$ cat config.mk
export PLATFORM = sky130hd
export DESIGN_NAME = gmii_tx_framer_flat
export DESIGN_NICKNAME = d
export VERILOG_FILES = /design/src/common/gmii_pkg.sv /design/src/common/tx_frame_if.sv /design/src/source/gmii_tx_framer.sv /design/src/flat_wrapper.sv
export SDC_FILE = /design/constraint.sdc
export NUM_CORES = 1
export LEC_CHECK = 0
export BUFFER_PORTS_ARGS = -buffer_cell sky130_fd_sc_hd__buf_4
export CAP_MARGIN = 20
export CORE_ASPECT_RATIO = 0.8
export CORE_MARGIN = 2
export CORE_UTILIZATION = 46
export DETAILED_ROUTE_END_ITERATION = 12
export MAX_ROUTING_LAYER = met4
export PLACE_DENSITY = 0.72
export REMOVE_ABC_BUFFERS = 1
export SKIP_LAST_GASP = 1
export SYNTH_ARGS = -nofsm -noshare
export SYNTH_HDL_FRONTEND = slang
export SYNTH_SLANG_ARGS = --single-unit
$ cat constraint.sdc
create_clock -name GMII_GTX_CLK_int -period 1.65 [get_ports GMII_GTX_CLK_int]
set_input_delay 0.165 -clock GMII_GTX_CLK_int [delete_from_list [all_inputs] [get_ports GMII_GTX_CLK_int]]
set_output_delay 0.165 -clock GMII_GTX_CLK_int [all_outputs]
set_load 0.02 [all_outputs]
$ cat src/common/gmii_pkg.sv
`default_nettype none

package gmii_pkg;

   typedef logic [7:0] gmii_byte_t;   // One GMII data byte
   typedef logic [6:0] frame_len_t;   // Payload length, up to 64 bytes

   // Framer states
   typedef enum logic [2:0]
   {
      IDLE,
      PREAMBLE,
      SFD,
      PAYLOAD,
      GAP
   } tx_state_t;

   // Framing constants
   localparam gmii_byte_t PREAMBLE_BYTE = 8'h55;
   localparam gmii_byte_t SFD_BYTE      = 8'hD5;
   localparam int         PREAMBLE_LEN  = 7;
   localparam int         IFG_LEN       = 12;   // Idle cycles after each frame

endpackage

`default_nettype wire
$ cat src/common/tx_frame_if.sv
`timescale 1ns/1ns
`default_nettype none

// One queue's frame stream toward the arbiter and framer
interface tx_frame_if;

   logic                 req;    // Released frame waiting
   logic                 gnt;    // Arbiter grant
   gmii_pkg::gmii_byte_t data;   // Byte at the read pointer
   logic                 last;   // Final byte of the frame
   logic                 pop;    // Byte consumed this cycle

   modport queue
   (
      output req,
      output data,
      output last,
      input  gnt,
      input  pop
   );

   modport arb
   (
      input  req,
      input  data,
      input  last,
      output gnt,
      output pop
   );

   modport framer
   (
      input  req,
      input  data,
      input  last,
      output pop
   );

endinterface

`default_nettype wire

$ cat src/source/gmii_tx_framer.sv
`timescale 1ns/1ns
`default_nettype none

module gmii_tx_framer
(
   input  logic                 GMII_GTX_CLK_int,
   input  logic                 rst_n_i,
   tx_frame_if.framer           frame_i,
   output gmii_pkg::gmii_byte_t gmii_txd_o,
   output logic                 gmii_tx_en_o
);

   gmii_pkg::tx_state_t  state_q;
   logic [3:0]           cnt_q;     // Preamble and gap counter
   gmii_pkg::gmii_byte_t txd_d;
   logic                 tx_en_d;

   // Granted queue holds the whole frame, so no stalls here
   assign frame_i.pop = (state_q == gmii_pkg::PAYLOAD) && frame_i.req;

   always_ff @(posedge GMII_GTX_CLK_int or negedge rst_n_i)
   begin
      if (!rst_n_i)
      begin
         state_q <= gmii_pkg::IDLE;
         cnt_q   <= '0;
      end
      else
      begin
         case (state_q)
            gmii_pkg::IDLE:
            begin
               cnt_q <= '0;
               if (frame_i.req)
               begin
                  state_q <= gmii_pkg::PREAMBLE;
               end
            end
            gmii_pkg::PREAMBLE:
            begin
               if (cnt_q == 4'(gmii_pkg::PREAMBLE_LEN - 1))
               begin
                  state_q <= gmii_pkg::SFD;
                  cnt_q   <= '0;
               end
               else
               begin
                  cnt_q <= cnt_q + 4'd1;
               end
            end
            gmii_pkg::SFD: state_q <= gmii_pkg::PAYLOAD;
            gmii_pkg::PAYLOAD:
            begin
               if (frame_i.pop && frame_i.last)
               begin
                  state_q <= gmii_pkg::GAP;
                  cnt_q   <= '0;
               end
            end
            gmii_pkg::GAP:
            begin
               if (cnt_q == 4'(gmii_pkg::IFG_LEN - 1))   // Inter-frame gap done
               begin
                  state_q <= gmii_pkg::IDLE;
               end
               else
               begin
                  cnt_q <= cnt_q + 4'd1;
               end
            end
            default: state_q <= gmii_pkg::IDLE;
         endcase
      end
   end

   always_comb
   begin
      tx_en_d = 1'b1;
      case (state_q)
         gmii_pkg::PREAMBLE: txd_d = gmii_pkg::PREAMBLE_BYTE;
         gmii_pkg::SFD:      txd_d = gmii_pkg::SFD_BYTE;
         gmii_pkg::PAYLOAD:  txd_d = frame_i.data;
         default:
         begin
            txd_d   = '0;
            tx_en_d = 1'b0;
         end
      endcase
   end

   // GMII output flops
   always_ff @(posedge GMII_GTX_CLK_int or negedge rst_n_i)
   begin
      if (!rst_n_i)
      begin
         gmii_txd_o   <= '0;
         gmii_tx_en_o <= 1'b0;
      end
      else
      begin
         gmii_txd_o   <= txd_d;
         gmii_tx_en_o <= tx_en_d;
      end
   end

   // Payload bytes flow without gaps
   a_no_stall: assert property (@(posedge GMII_GTX_CLK_int) disable iff (!rst_n_i)
      (state_q == gmii_pkg::PAYLOAD) |-> frame_i.req);

endmodule

`default_nettype wire

$ cat src/flat_wrapper.sv
// flat-port wrapper written by rule: the top's interface ports become plain ports
module gmii_tx_framer_flat 
  (GMII_GTX_CLK_int, rst_n_i, gmii_txd_o, gmii_tx_en_o, frame_i_req, frame_i_data, frame_i_last, frame_i_pop);
  tx_frame_if frame_i_i ();
  input  logic GMII_GTX_CLK_int;
  input  logic rst_n_i;
  output gmii_pkg::gmii_byte_t gmii_txd_o;
  output logic gmii_tx_en_o;
  input wire logic [$bits(frame_i_i.req)-1:0] frame_i_req;
  input wire logic [$bits(frame_i_i.data)-1:0] frame_i_data;
  input wire logic [$bits(frame_i_i.last)-1:0] frame_i_last;
  output wire logic [$bits(frame_i_i.pop)-1:0] frame_i_pop;
  assign frame_i_i.req = frame_i_req;
  assign frame_i_i.data = frame_i_data;
  assign frame_i_i.last = frame_i_last;
  assign frame_i_pop = frame_i_i.pop;
  gmii_tx_framer u_core (.GMII_GTX_CLK_int(GMII_GTX_CLK_int), .rst_n_i(rst_n_i), .frame_i(frame_i_i), .gmii_txd_o(gmii_txd_o), .gmii_tx_en_o(gmii_tx_en_o));
endmodule
==> results.md <==
Place:
- The number of buffer cells added on primary ports is 21.
- The count of placed standard cells including taps is 111.
- The HPWL after detailed placement is 1.117 mm.
- The congestion estimate from routability-driven global placement came to 0.8016.

Clock network:
- At the later pin of the worst-skew pair, clock insertion delay measures 0.28 ns.
- CTS built an H-tree with a depth of 1.
- The clock tree buffer depth is 2.
- The CTS tree is yes.
- Counting every sink on the clock net gives 16.
- The number of setup buffers added after CTS is 0.
- The number of clock buffers added by TritonCTS is 3.
- The root buffer cell chosen for the clock tree is clkbuf_4.
- The clock slew at the register clock pins of the worst setup and hold paths is 0.08 ns.

Critical path:
- Traced cell by cell, the critical path runs through ha_1 -> nand3b_1 -> a221o_1 -> mux2_4.
- The most critical setup path has its startpoint at u_core.cnt_q[1].
- The origin of the critical flop-to-flop path is u_core.cnt_q[1].
- Along the worst path, the maximum fanout reaches 4.
- The critical path ends at u_core.cnt_q[1].
- The endpoint identified for the worst register-to-register timing path is u_core.cnt_q[1].
- The register-to-register setup slack is 0.06 ns.
- The kind of launch point of the worst setup path is a flop.
- Data arrives at the worst endpoint at 1.75 ns.
- The number of cells on the worst reg-to-reg path is 4.
- The maximum cell stage delay along the critical path is 0.41 ns.
- The critical path class is flop to flop.
- The worst path required time is 1.82 ns.
- The slowest stage cell on the critical path is dfrtp_1.
- STA classifies the critical path endpoint as a flop.

GRT:
- The via count of the first global-routing pass is 548.
- The overall overflow remaining after global route is 0.
- Across every metal layer, demand over resource in global routing totals 0.1747.
- The maximum number of pins on one net before global-route repair is 17.
- The number of antenna violations at the first check in global routing is 0.
- The global-route wire length before repair is 2.442 mm.

STA:
- The number of hold violations in the final report was 0.
- The final worst hold slack is 0.09297 ns.
- The top achievable clock speed is 629.6 MHz.
- Setup violations remaining at the end of the flow were counted as 0.
- In this run the tightest slew margin relative to its limit is 0.7236.
- Setup repair after global routing left no endpoint under its margin.
- The post-layout minimum cycle time is 1.588 ns.
- The largest clock skew in the final design is 0.0005721 ns.
- The final period utilization is 0.9626.
- After routing, the total negative slack on setup checks comes to 0 ns.
- The number of slew-limit violations in the final report came to 0.
- At the pin with the least slew margin, the transition time is 0.4146 ns.

Yosys:
- The proportion of netlist area held by the largest area contributor is 0.5195.
- The count of different cell masters after synthesis is 30.
- The register bit count reported by yosys is 16.
- In the post-synthesis netlist, the cell with the most instances is dfrtp_1.
- The main flop type after synthesis is dfrtp_1.
- Sorting the synthesized cells by how often they occur yields dfrtp_1 (16), nor2_1 (6), o21a_1 (6).
- The number of enable flip-flop cells after synthesis is 0.
- The post-synthesis instance area is 770.7 sq um.
- After technology mapping, the gate count stands at 68.
- Ranked by total cell area, the synthesized netlist is headed by dfrtp_1 (52%), o21a_1 (5.8%), and2_1 (4.1%), ha_1 (3.2%), nor2_1 (2.9%).
- A synthesized cell averages 11.33 sq um.
- The share of the Yosys chip area taken by registers is 0.5195.
- Of all cell types, the one taking the most synthesized area is dfrtp_1.
- After synthesis, the share of flip-flops with an asynchronous set or reset is 1.000.
- The total of warnings raised by yosys is 0.

Die:
- The die covers 2021 sq um.
- From bottom edge to top edge, the die measures 40.61 um.
- The starting density of the core is 0.4835.
- The number of placement rows is 13.
- The horizontal die dimension is 49.77 um.
- The core box area is 1594 sq um.
- The boundary pin count is 22.

Cells and area:
- In the final layout, the share of cells above drive strength 1 is 0.3656.
- After the last flow step, the layout net total stands at 109.
- The number of inserted diodes is 0.
- The filler cell count is 146.
- Compared with the post-synthesis result, the final layout area differs by 29.55%.
- The area taken by flip-flops and latches is 402.9 sq um.
- The number of cells in the finished layout apart from fillers is 115.
- The multi-input combinational cells in the finished layout cover a total of 347.8 sq um.

Route:
- The routed length per instance is 13.26 um.
- In this run, the number of DRC markers left after iteration 0 of detailed routing was 7.
- The number of nets with antenna violations after detailed routing is 0.
- After detailed routing, the number of vias per cell comes to 5.148.
- After detailed routing, the number of remaining DRC violations is 0.
- The routed layout has 592 vias.
- The detailed-routing iteration count for the pre-antenna-repair pass is 4.
- The wire length after detailed routing is 1.525 mm.

Pwr:
- The peak ir drop on the vdd network is 0.7997 mV.
- For this design the static power due to leakage is 0.0004747 uW.
- Power spread over the standard cell area amounts to 1662 nW/um^2.

Job:
- The tool flagged a number of max-cap violations equal to 0.

Hold path:
- The path type of the worst min-delay path is input port to flop.

Status:
- The run finished with clean final reports.
==> sequential cells by signal (all words and copies together) (netlist names) <==
register,cells
u_core.cnt_q,4
u_core.gmii_tx_en_o,1
u_core.state_q,3
u_core.gmii_txd_o,8
==> report_power, final <==
| part | internal (uW) | switching (uW) | total, uW | leakage (uW) |
|---|---|---|---|---|
| combinational | 416 | 388 | 804 | 0.000270 |
| sequential | 534 | 124 | 659 | 0.000191 |
| clock | 84.6 | 111 | 196 | 0.0000138 |
==> per-stage QoR <==
step | worst slack [ns] | area, sq um | power [uW] | util
after floorplan | 0.2104 | 755.7 | 1178 | -
after global placement | 0.1525 | 963.4 | 1444 | 0.6044
after detailed placement | 0.09919 | 963.4 | 1463 | 0.6044
after CTS | 0.05880 | 996.0 | 1666 | 0.6248
after global routing | 0.02493 | 998.5 | 1782 | 0.6264
final | 0.06176 | 998.5 | 1659 | 0.6264
==> final cells by class <==
class,instances,area share
Clock buffer,3,0.02256
Inverter,2,0.007519
Multi-Input combinational cell,47,0.3484
Sequential cell,16,0.4035
Tap cell,22,0.02757
Timing Repair Buffer,25,0.1905
==> critical path: cells and delay by family, from the launching register on <==
kind	cells	cell delay, ns
adders and majority gates	1	0.21
AOI/OAI and AO/OA	1	0.41
muxes	1	0.31
and+or+nand+nor	1	0.14
DFF	1	0.41
==> placed cells by master (no fill, tap or decap), drive strengths merged, types with 2 or more instances in the layout <==
cell type	netlist	final
dfrtp	16	16
a221o	2	2
ha	2	2
inv	2	2
nor3b	3	3
nand3b	2	2
nor2b	3	3
and2	5	5
clkbuf	0	3
nor2	6	6
buf	3	24
o21a	6	6
and3	2	2
==> cells by family (layout without fill, tap and decap cells) <==
| group | after synthesis | count (layout) | share of synthesized area |
|---|---|---|---|
| AO/OA/AOI/OAI | 15 | 15 | 0.1575 |
| flip-flops | 16 | 16 | 0.5195 |
| adder cells (fa/ha/maj) | 2 | 2 | 0.03246 |
| XOR/XNOR | 1 | 1 | 0.01137 |
| buffers and inverters | 5 | 30 | 0.02922 |
| AND/OR/NAND/NOR | 27 | 27 | 0.2175 |
| multiplexers | 2 | 2 | 0.03246 |
==> metal layers <==
layer	routed length (um)	global-route usage
met2	725	0.2933
met4	14	0.06250
met5	0	-
met3	73	0.04380
met1	712	0.2123
==> repair_timing <==
item | in CTS | in global routing
endpoints found under the setup margin | 0 | 1
hold endpoints to repair | 16 | 0
hold buffers | 1 | 0
gates resized for setup | 0 | 2
==> how the worst min path moves through the flow <==
stage	endpoint	from	depth (start not counted)	slack, ns
4_1_cts	u_core.gmii_txd_o[1]	frame_i_data[1]	2	0.09
5_1_grt	u_core.gmii_txd_o[0]	frame_i_data[0]	2	0.07
2_1_floorplan	u_core.cnt_q[0]	rst_n_i	0	-0.13
3_5_place_dp	u_core.gmii_txd_o[6]	rst_n_i	1	0.04
6_report	u_core.gmii_txd_o[1]	frame_i_data[1]	2	0.09
3_3_place_gp	u_core.gmii_txd_o[6]	rst_n_i	1	0.03
(Power assumes the default switching activity.)
