File: config.mk
export PLATFORM = sky130hd
export DESIGN_NAME = frame_queue_flat
export DESIGN_NICKNAME = d
export VERILOG_FILES = /design/src/common/gmii_pkg.sv /design/src/common/tx_frame_if.sv /design/src/frame_queue/frame_queue.sv /design/src/flat_wrapper.sv
export SDC_FILE = /design/constraint.sdc
export NUM_CORES = 1
export LEC_CHECK = 0
export ABC_AREA = 1
export BUFFER_PORTS_ARGS = -buffer_cell sky130_fd_sc_hd__buf_2
export CORE_ASPECT_RATIO = 1.1
export CORE_MARGIN = 5
export CORE_UTILIZATION = 40
export DETAILED_ROUTE_END_ITERATION = 7
export MAX_ROUTING_LAYER = met4
export SLEW_MARGIN = 15
export SYNTH_ARGS = -nofsm -noshare
export SYNTH_HDL_FRONTEND = slang
export SYNTH_SLANG_ARGS = --single-unit
File: constraint.sdc
create_clock -name GMII_GTX_CLK_int -period 2.8 [get_ports GMII_GTX_CLK_int]
set_clock_uncertainty 0.05 [all_clocks]
set_input_delay 0.14 -clock GMII_GTX_CLK_int [delete_from_list [all_inputs] [get_ports GMII_GTX_CLK_int]]
set_output_delay 0.14 -clock GMII_GTX_CLK_int [all_outputs]
set_load 0.05 [all_outputs]
File: src/common/gmii_pkg.sv
`default_nettype none

package gmii_pkg;

   typedef logic [7:0] gmii_byte_t;   // One GMII data byte
   typedef logic [6:0] frame_len_t;   // Payload length, up to 64 bytes

   // Framer states
   typedef enum logic [2:0]
   {
      IDLE,
      PREAMBLE,
      SFD,
      PAYLOAD,
      GAP
   } tx_state_t;

   // Framing constants
   localparam gmii_byte_t PREAMBLE_BYTE = 8'h55;
   localparam gmii_byte_t SFD_BYTE      = 8'hD5;
   localparam int         PREAMBLE_LEN  = 7;
   localparam int         IFG_LEN       = 12;   // Idle cycles after each frame

endpackage

`default_nettype wire
File: src/common/tx_frame_if.sv
`timescale 1ns/1ns
`default_nettype none

// One queue's frame stream toward the arbiter and framer
interface tx_frame_if;

   logic                 req;    // Released frame waiting
   logic                 gnt;    // Arbiter grant
   gmii_pkg::gmii_byte_t data;   // Byte at the read pointer
   logic                 last;   // Final byte of the frame
   logic                 pop;    // Byte consumed this cycle

   modport queue
   (
      output req,
      output data,
      output last,
      input  gnt,
      input  pop
   );

   modport arb
   (
      input  req,
      input  data,
      input  last,
      output gnt,
      output pop
   );

   modport framer
   (
      input  req,
      input  data,
      input  last,
      output pop
   );

endinterface

`default_nettype wire

File: src/frame_queue/frame_queue.sv
`timescale 1ns/1ns
`default_nettype none

module frame_queue
#(
   parameter int QUEUE_DEPTH = 64
)
(
   input  logic                 GMII_GTX_CLK_int,
   input  logic                 rst_n_i,
   input  logic                 wr_en_i,
   input  gmii_pkg::gmii_byte_t wr_data_i,
   input  logic                 send_i,
   output logic                 busy_o,
   tx_frame_if.queue            frame_o
);

   localparam int AW = (QUEUE_DEPTH > 1) ? $clog2(QUEUE_DEPTH) : 1;

   gmii_pkg::gmii_byte_t mem [QUEUE_DEPTH];
   gmii_pkg::frame_len_t len_q;      // Bytes written so far
   gmii_pkg::frame_len_t rd_ptr_q;
   gmii_pkg::frame_len_t last_idx;
   logic                 busy_q;     // Frame locked and requesting
   logic                 wr_ok;
   logic                 last_pop;

   // Writes land only while the frame is still open
   assign wr_ok    = wr_en_i && !busy_q && (len_q < QUEUE_DEPTH);
   assign last_idx = len_q - gmii_pkg::frame_len_t'(1);
   assign last_pop = frame_o.pop && frame_o.last;

   always_ff @(posedge GMII_GTX_CLK_int)
   begin
      if (wr_ok)
      begin
         mem[len_q[AW-1:0]] <= wr_data_i;
      end
   end

   always_ff @(posedge GMII_GTX_CLK_int or negedge rst_n_i)
   begin
      if (!rst_n_i)
      begin
         len_q    <= '0;
         rd_ptr_q <= '0;
         busy_q   <= 1'b0;
      end
      else if (busy_q)
      begin
         if (last_pop)
         begin
            // Frame gone, reopen for the next one
            len_q    <= '0;
            rd_ptr_q <= '0;
            busy_q   <= 1'b0;
         end
         else if (frame_o.pop)
         begin
            rd_ptr_q <= rd_ptr_q + gmii_pkg::frame_len_t'(1);
         end
      end
      else
      begin
         if (wr_ok)
         begin
            len_q <= len_q + gmii_pkg::frame_len_t'(1);
         end
         if (send_i && (len_q != '0))   // Empty send is dropped
         begin
            busy_q <= 1'b1;
         end
      end
   end

   assign busy_o       = busy_q;
   assign frame_o.req  = busy_q;
   assign frame_o.data = mem[rd_ptr_q[AW-1:0]];
   assign frame_o.last = busy_q && (rd_ptr_q == last_idx);

   // Pops only come from the granted, requesting queue
   a_pop_granted: assert property (@(posedge GMII_GTX_CLK_int) disable iff (!rst_n_i)
      frame_o.pop |-> (frame_o.req && frame_o.gnt));

   a_no_overflow: assert property (@(posedge GMII_GTX_CLK_int) disable iff (!rst_n_i)
      (wr_en_i && !busy_q) |-> (len_q < QUEUE_DEPTH));

endmodule

`default_nettype wire

File: src/flat_wrapper.sv
// flat-port wrapper written by rule: the top's interface ports become plain ports
module frame_queue_flat 
#(
   parameter int QUEUE_DEPTH = 64
)
  (GMII_GTX_CLK_int, rst_n_i, wr_en_i, wr_data_i, send_i, busy_o, frame_o_req, frame_o_data, frame_o_last, frame_o_gnt, frame_o_pop);
  tx_frame_if frame_o_i ();
  input  logic GMII_GTX_CLK_int;
  input  logic rst_n_i;
  input  logic wr_en_i;
  input  gmii_pkg::gmii_byte_t wr_data_i;
  input  logic send_i;
  output logic busy_o;
  output wire logic [$bits(frame_o_i.req)-1:0] frame_o_req;
  output wire logic [$bits(frame_o_i.data)-1:0] frame_o_data;
  output wire logic [$bits(frame_o_i.last)-1:0] frame_o_last;
  input wire logic [$bits(frame_o_i.gnt)-1:0] frame_o_gnt;
  input wire logic [$bits(frame_o_i.pop)-1:0] frame_o_pop;
  assign frame_o_req = frame_o_i.req;
  assign frame_o_data = frame_o_i.data;
  assign frame_o_last = frame_o_i.last;
  assign frame_o_i.gnt = frame_o_gnt;
  assign frame_o_i.pop = frame_o_pop;
  frame_queue #(.QUEUE_DEPTH(QUEUE_DEPTH)) u_core (.GMII_GTX_CLK_int(GMII_GTX_CLK_int), .rst_n_i(rst_n_i), .wr_en_i(wr_en_i), .wr_data_i(wr_data_i), .send_i(send_i), .busy_o(busy_o), .frame_o(frame_o_i));
endmodule
==> parameters.txt <==
Parameter                              Value

Finish
  Most frequent cells in the layout    sky130_fd_sc_hd__nand2_1 (532), sky130_fd_sc_hd__edfxtp_1 (512), sky130_fd_sc_hd__nor2_1 (287), sky130_fd_sc_hd__nand3_1 (191), sky130_fd_sc_hd__inv_1 (165)
  Multi-input gate area in the final layout    0.00619 mm^2
  Layout-stage area growth over the synthesis result    21.7%
  Post-route design area    0.0276 mm^2
  Nets    2,284
  Final cell count without fillers    3,054
  Fraction of layout instances using a drive strength above 1    0.178
  FF/Latch Area    0.0158 mm^2
  Number of fill cells in the layout    5,013
  Final Core Density    0.491
  Commonest non-fill, non-tap cell in the layout    sky130_fd_sc_hd__nand2_1

Power and ir drop
  Flop pwr share    0.323
  Share of total power consumed by net switching    0.390
  Peak ir drop on the vdd network    between 1 and 1.5 mV
  Total power density per cell area    1000 mW/mm^2
  Part of the total power dissipated in the clock network    0.240
  Net switching power figure    10,800 uW
  Total internal power    16,900 uW
  Relative contribution of combinational cells to total power    0.438
  Total design power    between 20,000 and 30,000 uW
  Leakage    about 0.011 uW

Outcome
  Outcome    finished with violations
  Violated checks    negative setup slack

Min path
  Worst min-delay path category    in2reg
  Cell depth of the worst hold path    1
  Endpoint with the worst hold slack    u_core.mem[16][7]
  Start point of the worst hold path    wr_data_i[7]

STA
  Slew of the pin with the lowest slew margin    0.835 ns
  Pins over their slew limit    0
  Fin crit period    2.84 ns
  Part of the cycle the worst path needs    1.01
  Post-route worst setup slack    -0.0398 ns
  Final-report setup violation count    4
  Number of hold violations in the final report    0
  Setup repair after global routing missed its margin    true
  Relative slew margins    0.443
  Max Clk Rate    approximately 0.35 GHz

Synthesis
  Count of yosys warnings during synthesis    0
  Main flop type after synthesis    sky130_fd_sc_hd__edfxtp_1
  Fraction of registers with async set/reset    0.0285
  Count of unique library cells instantiated by Yosys    33
  Post-synthesis average cell area    between 10 and 15 um^2
  Register area share after synthesis    0.695
  Post-synthesis register bit count    527
  Number of instances in the synthesized netlist    around 2.1k
  Count of flip-flops with a built-in enable after synthesis    512
  Mapped Area    0.0227 mm^2
  Synthesized net count    2,158

Critical path
  Required time at the worst-slack endpoint    2.61 ns
  Crit Path Max Fanout    6
  Terminus of the critical flop-to-flop path    u_core.busy_o
  Type of element launching the critical path    flip-flop
  Crit path capture type    output port
  Start of the worst register-to-register path    u_core.rd_ptr_q[3]
  Arrival time of data at the critical path endpoint    2.65 ns
  Reg2Reg Setup Slack    ~0.25 ns
  Critical path type    reg2out
  Worst reg-to-reg path cell count    12

Placement
  I/O Buffers    23
  Total cell area at the placement stage    0.0242 mm^2
  Placed Cells    2,902
  Post-detailed-placement half-perimeter wirelength    35,000 um
  GP Congestion    0.940

Clock tree
  Insertion delay of the later-clocked pin in the worst-skew pair    between 0.6 and 0.7 ns
  Largest buffer count on any clock path    3
  CTS tree    yes
  Clock input transition at the sequential cells of the worst setup and hold paths    0.06 ns
  Num CTS Buffers    53
  CTS Root Buffer Type    sky130_fd_sc_hd__clkbuf_16
  Deepest level of the CTS H-tree    2
  Number of clock sinks    527

Detailed routing
  Number of nets with antenna violations after routing    0
  Via count    15.8k
  Average wire length per cell after detail routing    20.9 um
  Final routed DRC violation total    0
  Total routed wirelength    63,700 um
  TritonRoute pass-1 iters    6
  First-iteration detailed-routing DRC count    1,527
  Detail-routed via count per cell    a little over 5

Run
  Max-cap violations    0

Global routing
  Largest net degree at the start of global routing    65
  Global-route wire length before repair    93,700 um
  Via count of the first global-routing pass    15.3k
  Number of antenna violations at the first check in global routing    1
  Total global routing track utilization    0.203
  Overflow left after global routing    0

Die
  Die width    237 um
  Boundary Pins    25
  Placement Rows    91
  Die span in y    260 um
  Starting density of the core    0.404
  Area of the core    0.0561 mm^2
  Total Die Area    slightly above 0.06 mm^2
[what timing repair did]
item / CTS / global route
hold buffers: 8 / 0
pin swaps: 50 / 54
endpoints found under the setup margin: 9 / 10
resized for setup: 142 / 116
buffers inserted: 14 / 7
hold endpoints to repair: 89 / 0
cloned: 15 / 11
[final cells by class]
| cell class | instances | share of cell area |
|---|---|---|
| timing repair buffer | 182 | 0.0845 |
| multi-input combinational | 1314 | 0.224 |
| inverter | 187 | 0.0267 |
| antenna | 1 | 0.0000907 |
| tap | 744 | 0.0338 |
| clock buffer | 73 | 0.0530 |
| clock inverter | 25 | 0.00540 |
| sequential | 527 | 0.572 |
| timing repair inverter | 1 | 0.000590 |
[power groups by stage]
stage                     Combinational [uW]  Clock, uW  Sequential (uW)
after CTS                              10900       6730             8900
after floorplan                         5880          0             8940
final                                  12100       6620             8910
after detailed placement                8590          0             9040
after global routing                   13000       7080             8920
after global placement                  8540          0             9030
[how the worst max path moves through the flow]
stage                        from                 to  slack, ns  depth (start not counted)
6_report       u_core.rd_ptr_q[0]    frame_o_data[3]      -0.04                         12
5_1_grt        u_core.rd_ptr_q[0]    frame_o_data[1]      -0.14                         15
4_1_cts        u_core.rd_ptr_q[0]    frame_o_data[7]      -0.03                         11
3_5_place_dp   u_core.rd_ptr_q[0]    frame_o_data[2]       0.31                         10
3_3_place_gp   u_core.rd_ptr_q[0]    frame_o_data[2]       0.31                         10
2_1_floorplan       u_core.busy_o  u_core.mem[48][0]       0.42                          6
[sequential cells by signal, indices dropped and copies added (netlist names)]
signal / cells
u_core.mem: 512
u_core.len_q: 7
u_core.busy_o: 1
u_core.rd_ptr_q: 7
[cell usage after synthesis (2+ instances only)]
| cell | n | area, um^2 |
|---|---|---|
| sky130_fd_sc_hd__nand2_1 | 586 | 2200 |
| sky130_fd_sc_hd__edfxtp_1 | 512 | 15400 |
| sky130_fd_sc_hd__nor2_1 | 303 | 1140 |
| sky130_fd_sc_hd__nand3_1 | 228 | 1140 |
| sky130_fd_sc_hd__inv_1 | 176 | 661 |
| sky130_fd_sc_hd__o21ai_0 | 112 | 561 |
| sky130_fd_sc_hd__buf_2 | 47 | 235 |
| sky130_fd_sc_hd__clkbuf_1 | 30 | 113 |
| sky130_fd_sc_hd__buf_4 | 22 | 165 |
| sky130_fd_sc_hd__a21oi_1 | 20 | 100 |
| sky130_fd_sc_hd__o21ai_1 | 16 | 80.1 |
| sky130_fd_sc_hd__dfrtp_1 | 15 | 375 |
| sky130_fd_sc_hd__o211ai_1 | 10 | 75.1 |
| sky130_fd_sc_hd__inv_2 | 8 | 30.0 |
| sky130_fd_sc_hd__buf_1 | 7 | 26.3 |
| sky130_fd_sc_hd__nor3_1 | 7 | 35.0 |
| sky130_fd_sc_hd__xor2_1 | 7 | 61.3 |
| sky130_fd_sc_hd__buf_6 | 6 | 67.6 |
| sky130_fd_sc_hd__or2_2 | 6 | 37.5 |
| sky130_fd_sc_hd__ha_1 | 4 | 50.1 |
| sky130_fd_sc_hd__nor2_2 | 4 | 25.0 |
| sky130_fd_sc_hd__clkinv_1 | 2 | 7.51 |
| sky130_fd_sc_hd__xnor2_1 | 2 | 17.5 |
[logic make-up after synthesis]
family	after synthesis	synth area share
flops	527	0.695
buf+inv	299	0.0578
xor+xnor	9	0.00348
fa+ha+maj	4	0.00221
simple gates	1141	0.205
compound gates	160	0.0367
[worst max-delay path, stage by stage, from the launching register on]
cell and delay (ns):
sky130_fd_sc_hd__dfrtp_4 0.58, sky130_fd_sc_hd__buf_8 0.18, sky130_fd_sc_hd__buf_12 0.14, sky130_fd_sc_hd__clkbuf_16 0.16
sky130_fd_sc_hd__nor2_2 0.11, sky130_fd_sc_hd__nor2_1 0.04, sky130_fd_sc_hd__o21ai_1 0.08, sky130_fd_sc_hd__o211ai_1 0.12
sky130_fd_sc_hd__nand3_1 0.19, sky130_fd_sc_hd__nand2_1 0.10, sky130_fd_sc_hd__nand3_2 0.09, sky130_fd_sc_hd__nand2_4 0.08
sky130_fd_sc_hd__buf_8 0.15
[through the flow]
stage	hold WS, ns	setup TNS, ns	setup WS, ns
final	0.0282	-0.0959	-0.0398
after floorplan	-0.206	0	0.417
after global placement	0.0342	0	0.313
after global routing	0.0268	-0.685	-0.138
after detailed placement	0.0380	0	0.307
after CTS	0.00113	-0.0918	-0.0260
[metal layers]
metal / up-vias / track usage / wire (um)
li1: 7406 / - / -
met1: 7744 / 0.272 / 26900
met2: 539 / 0.328 / 31000
met3: 116 / 0.0244 / 3950
met4: 0 / 0.0659 / 1860
met5: - / - / 0
Power figures use the tool's default switching activity.
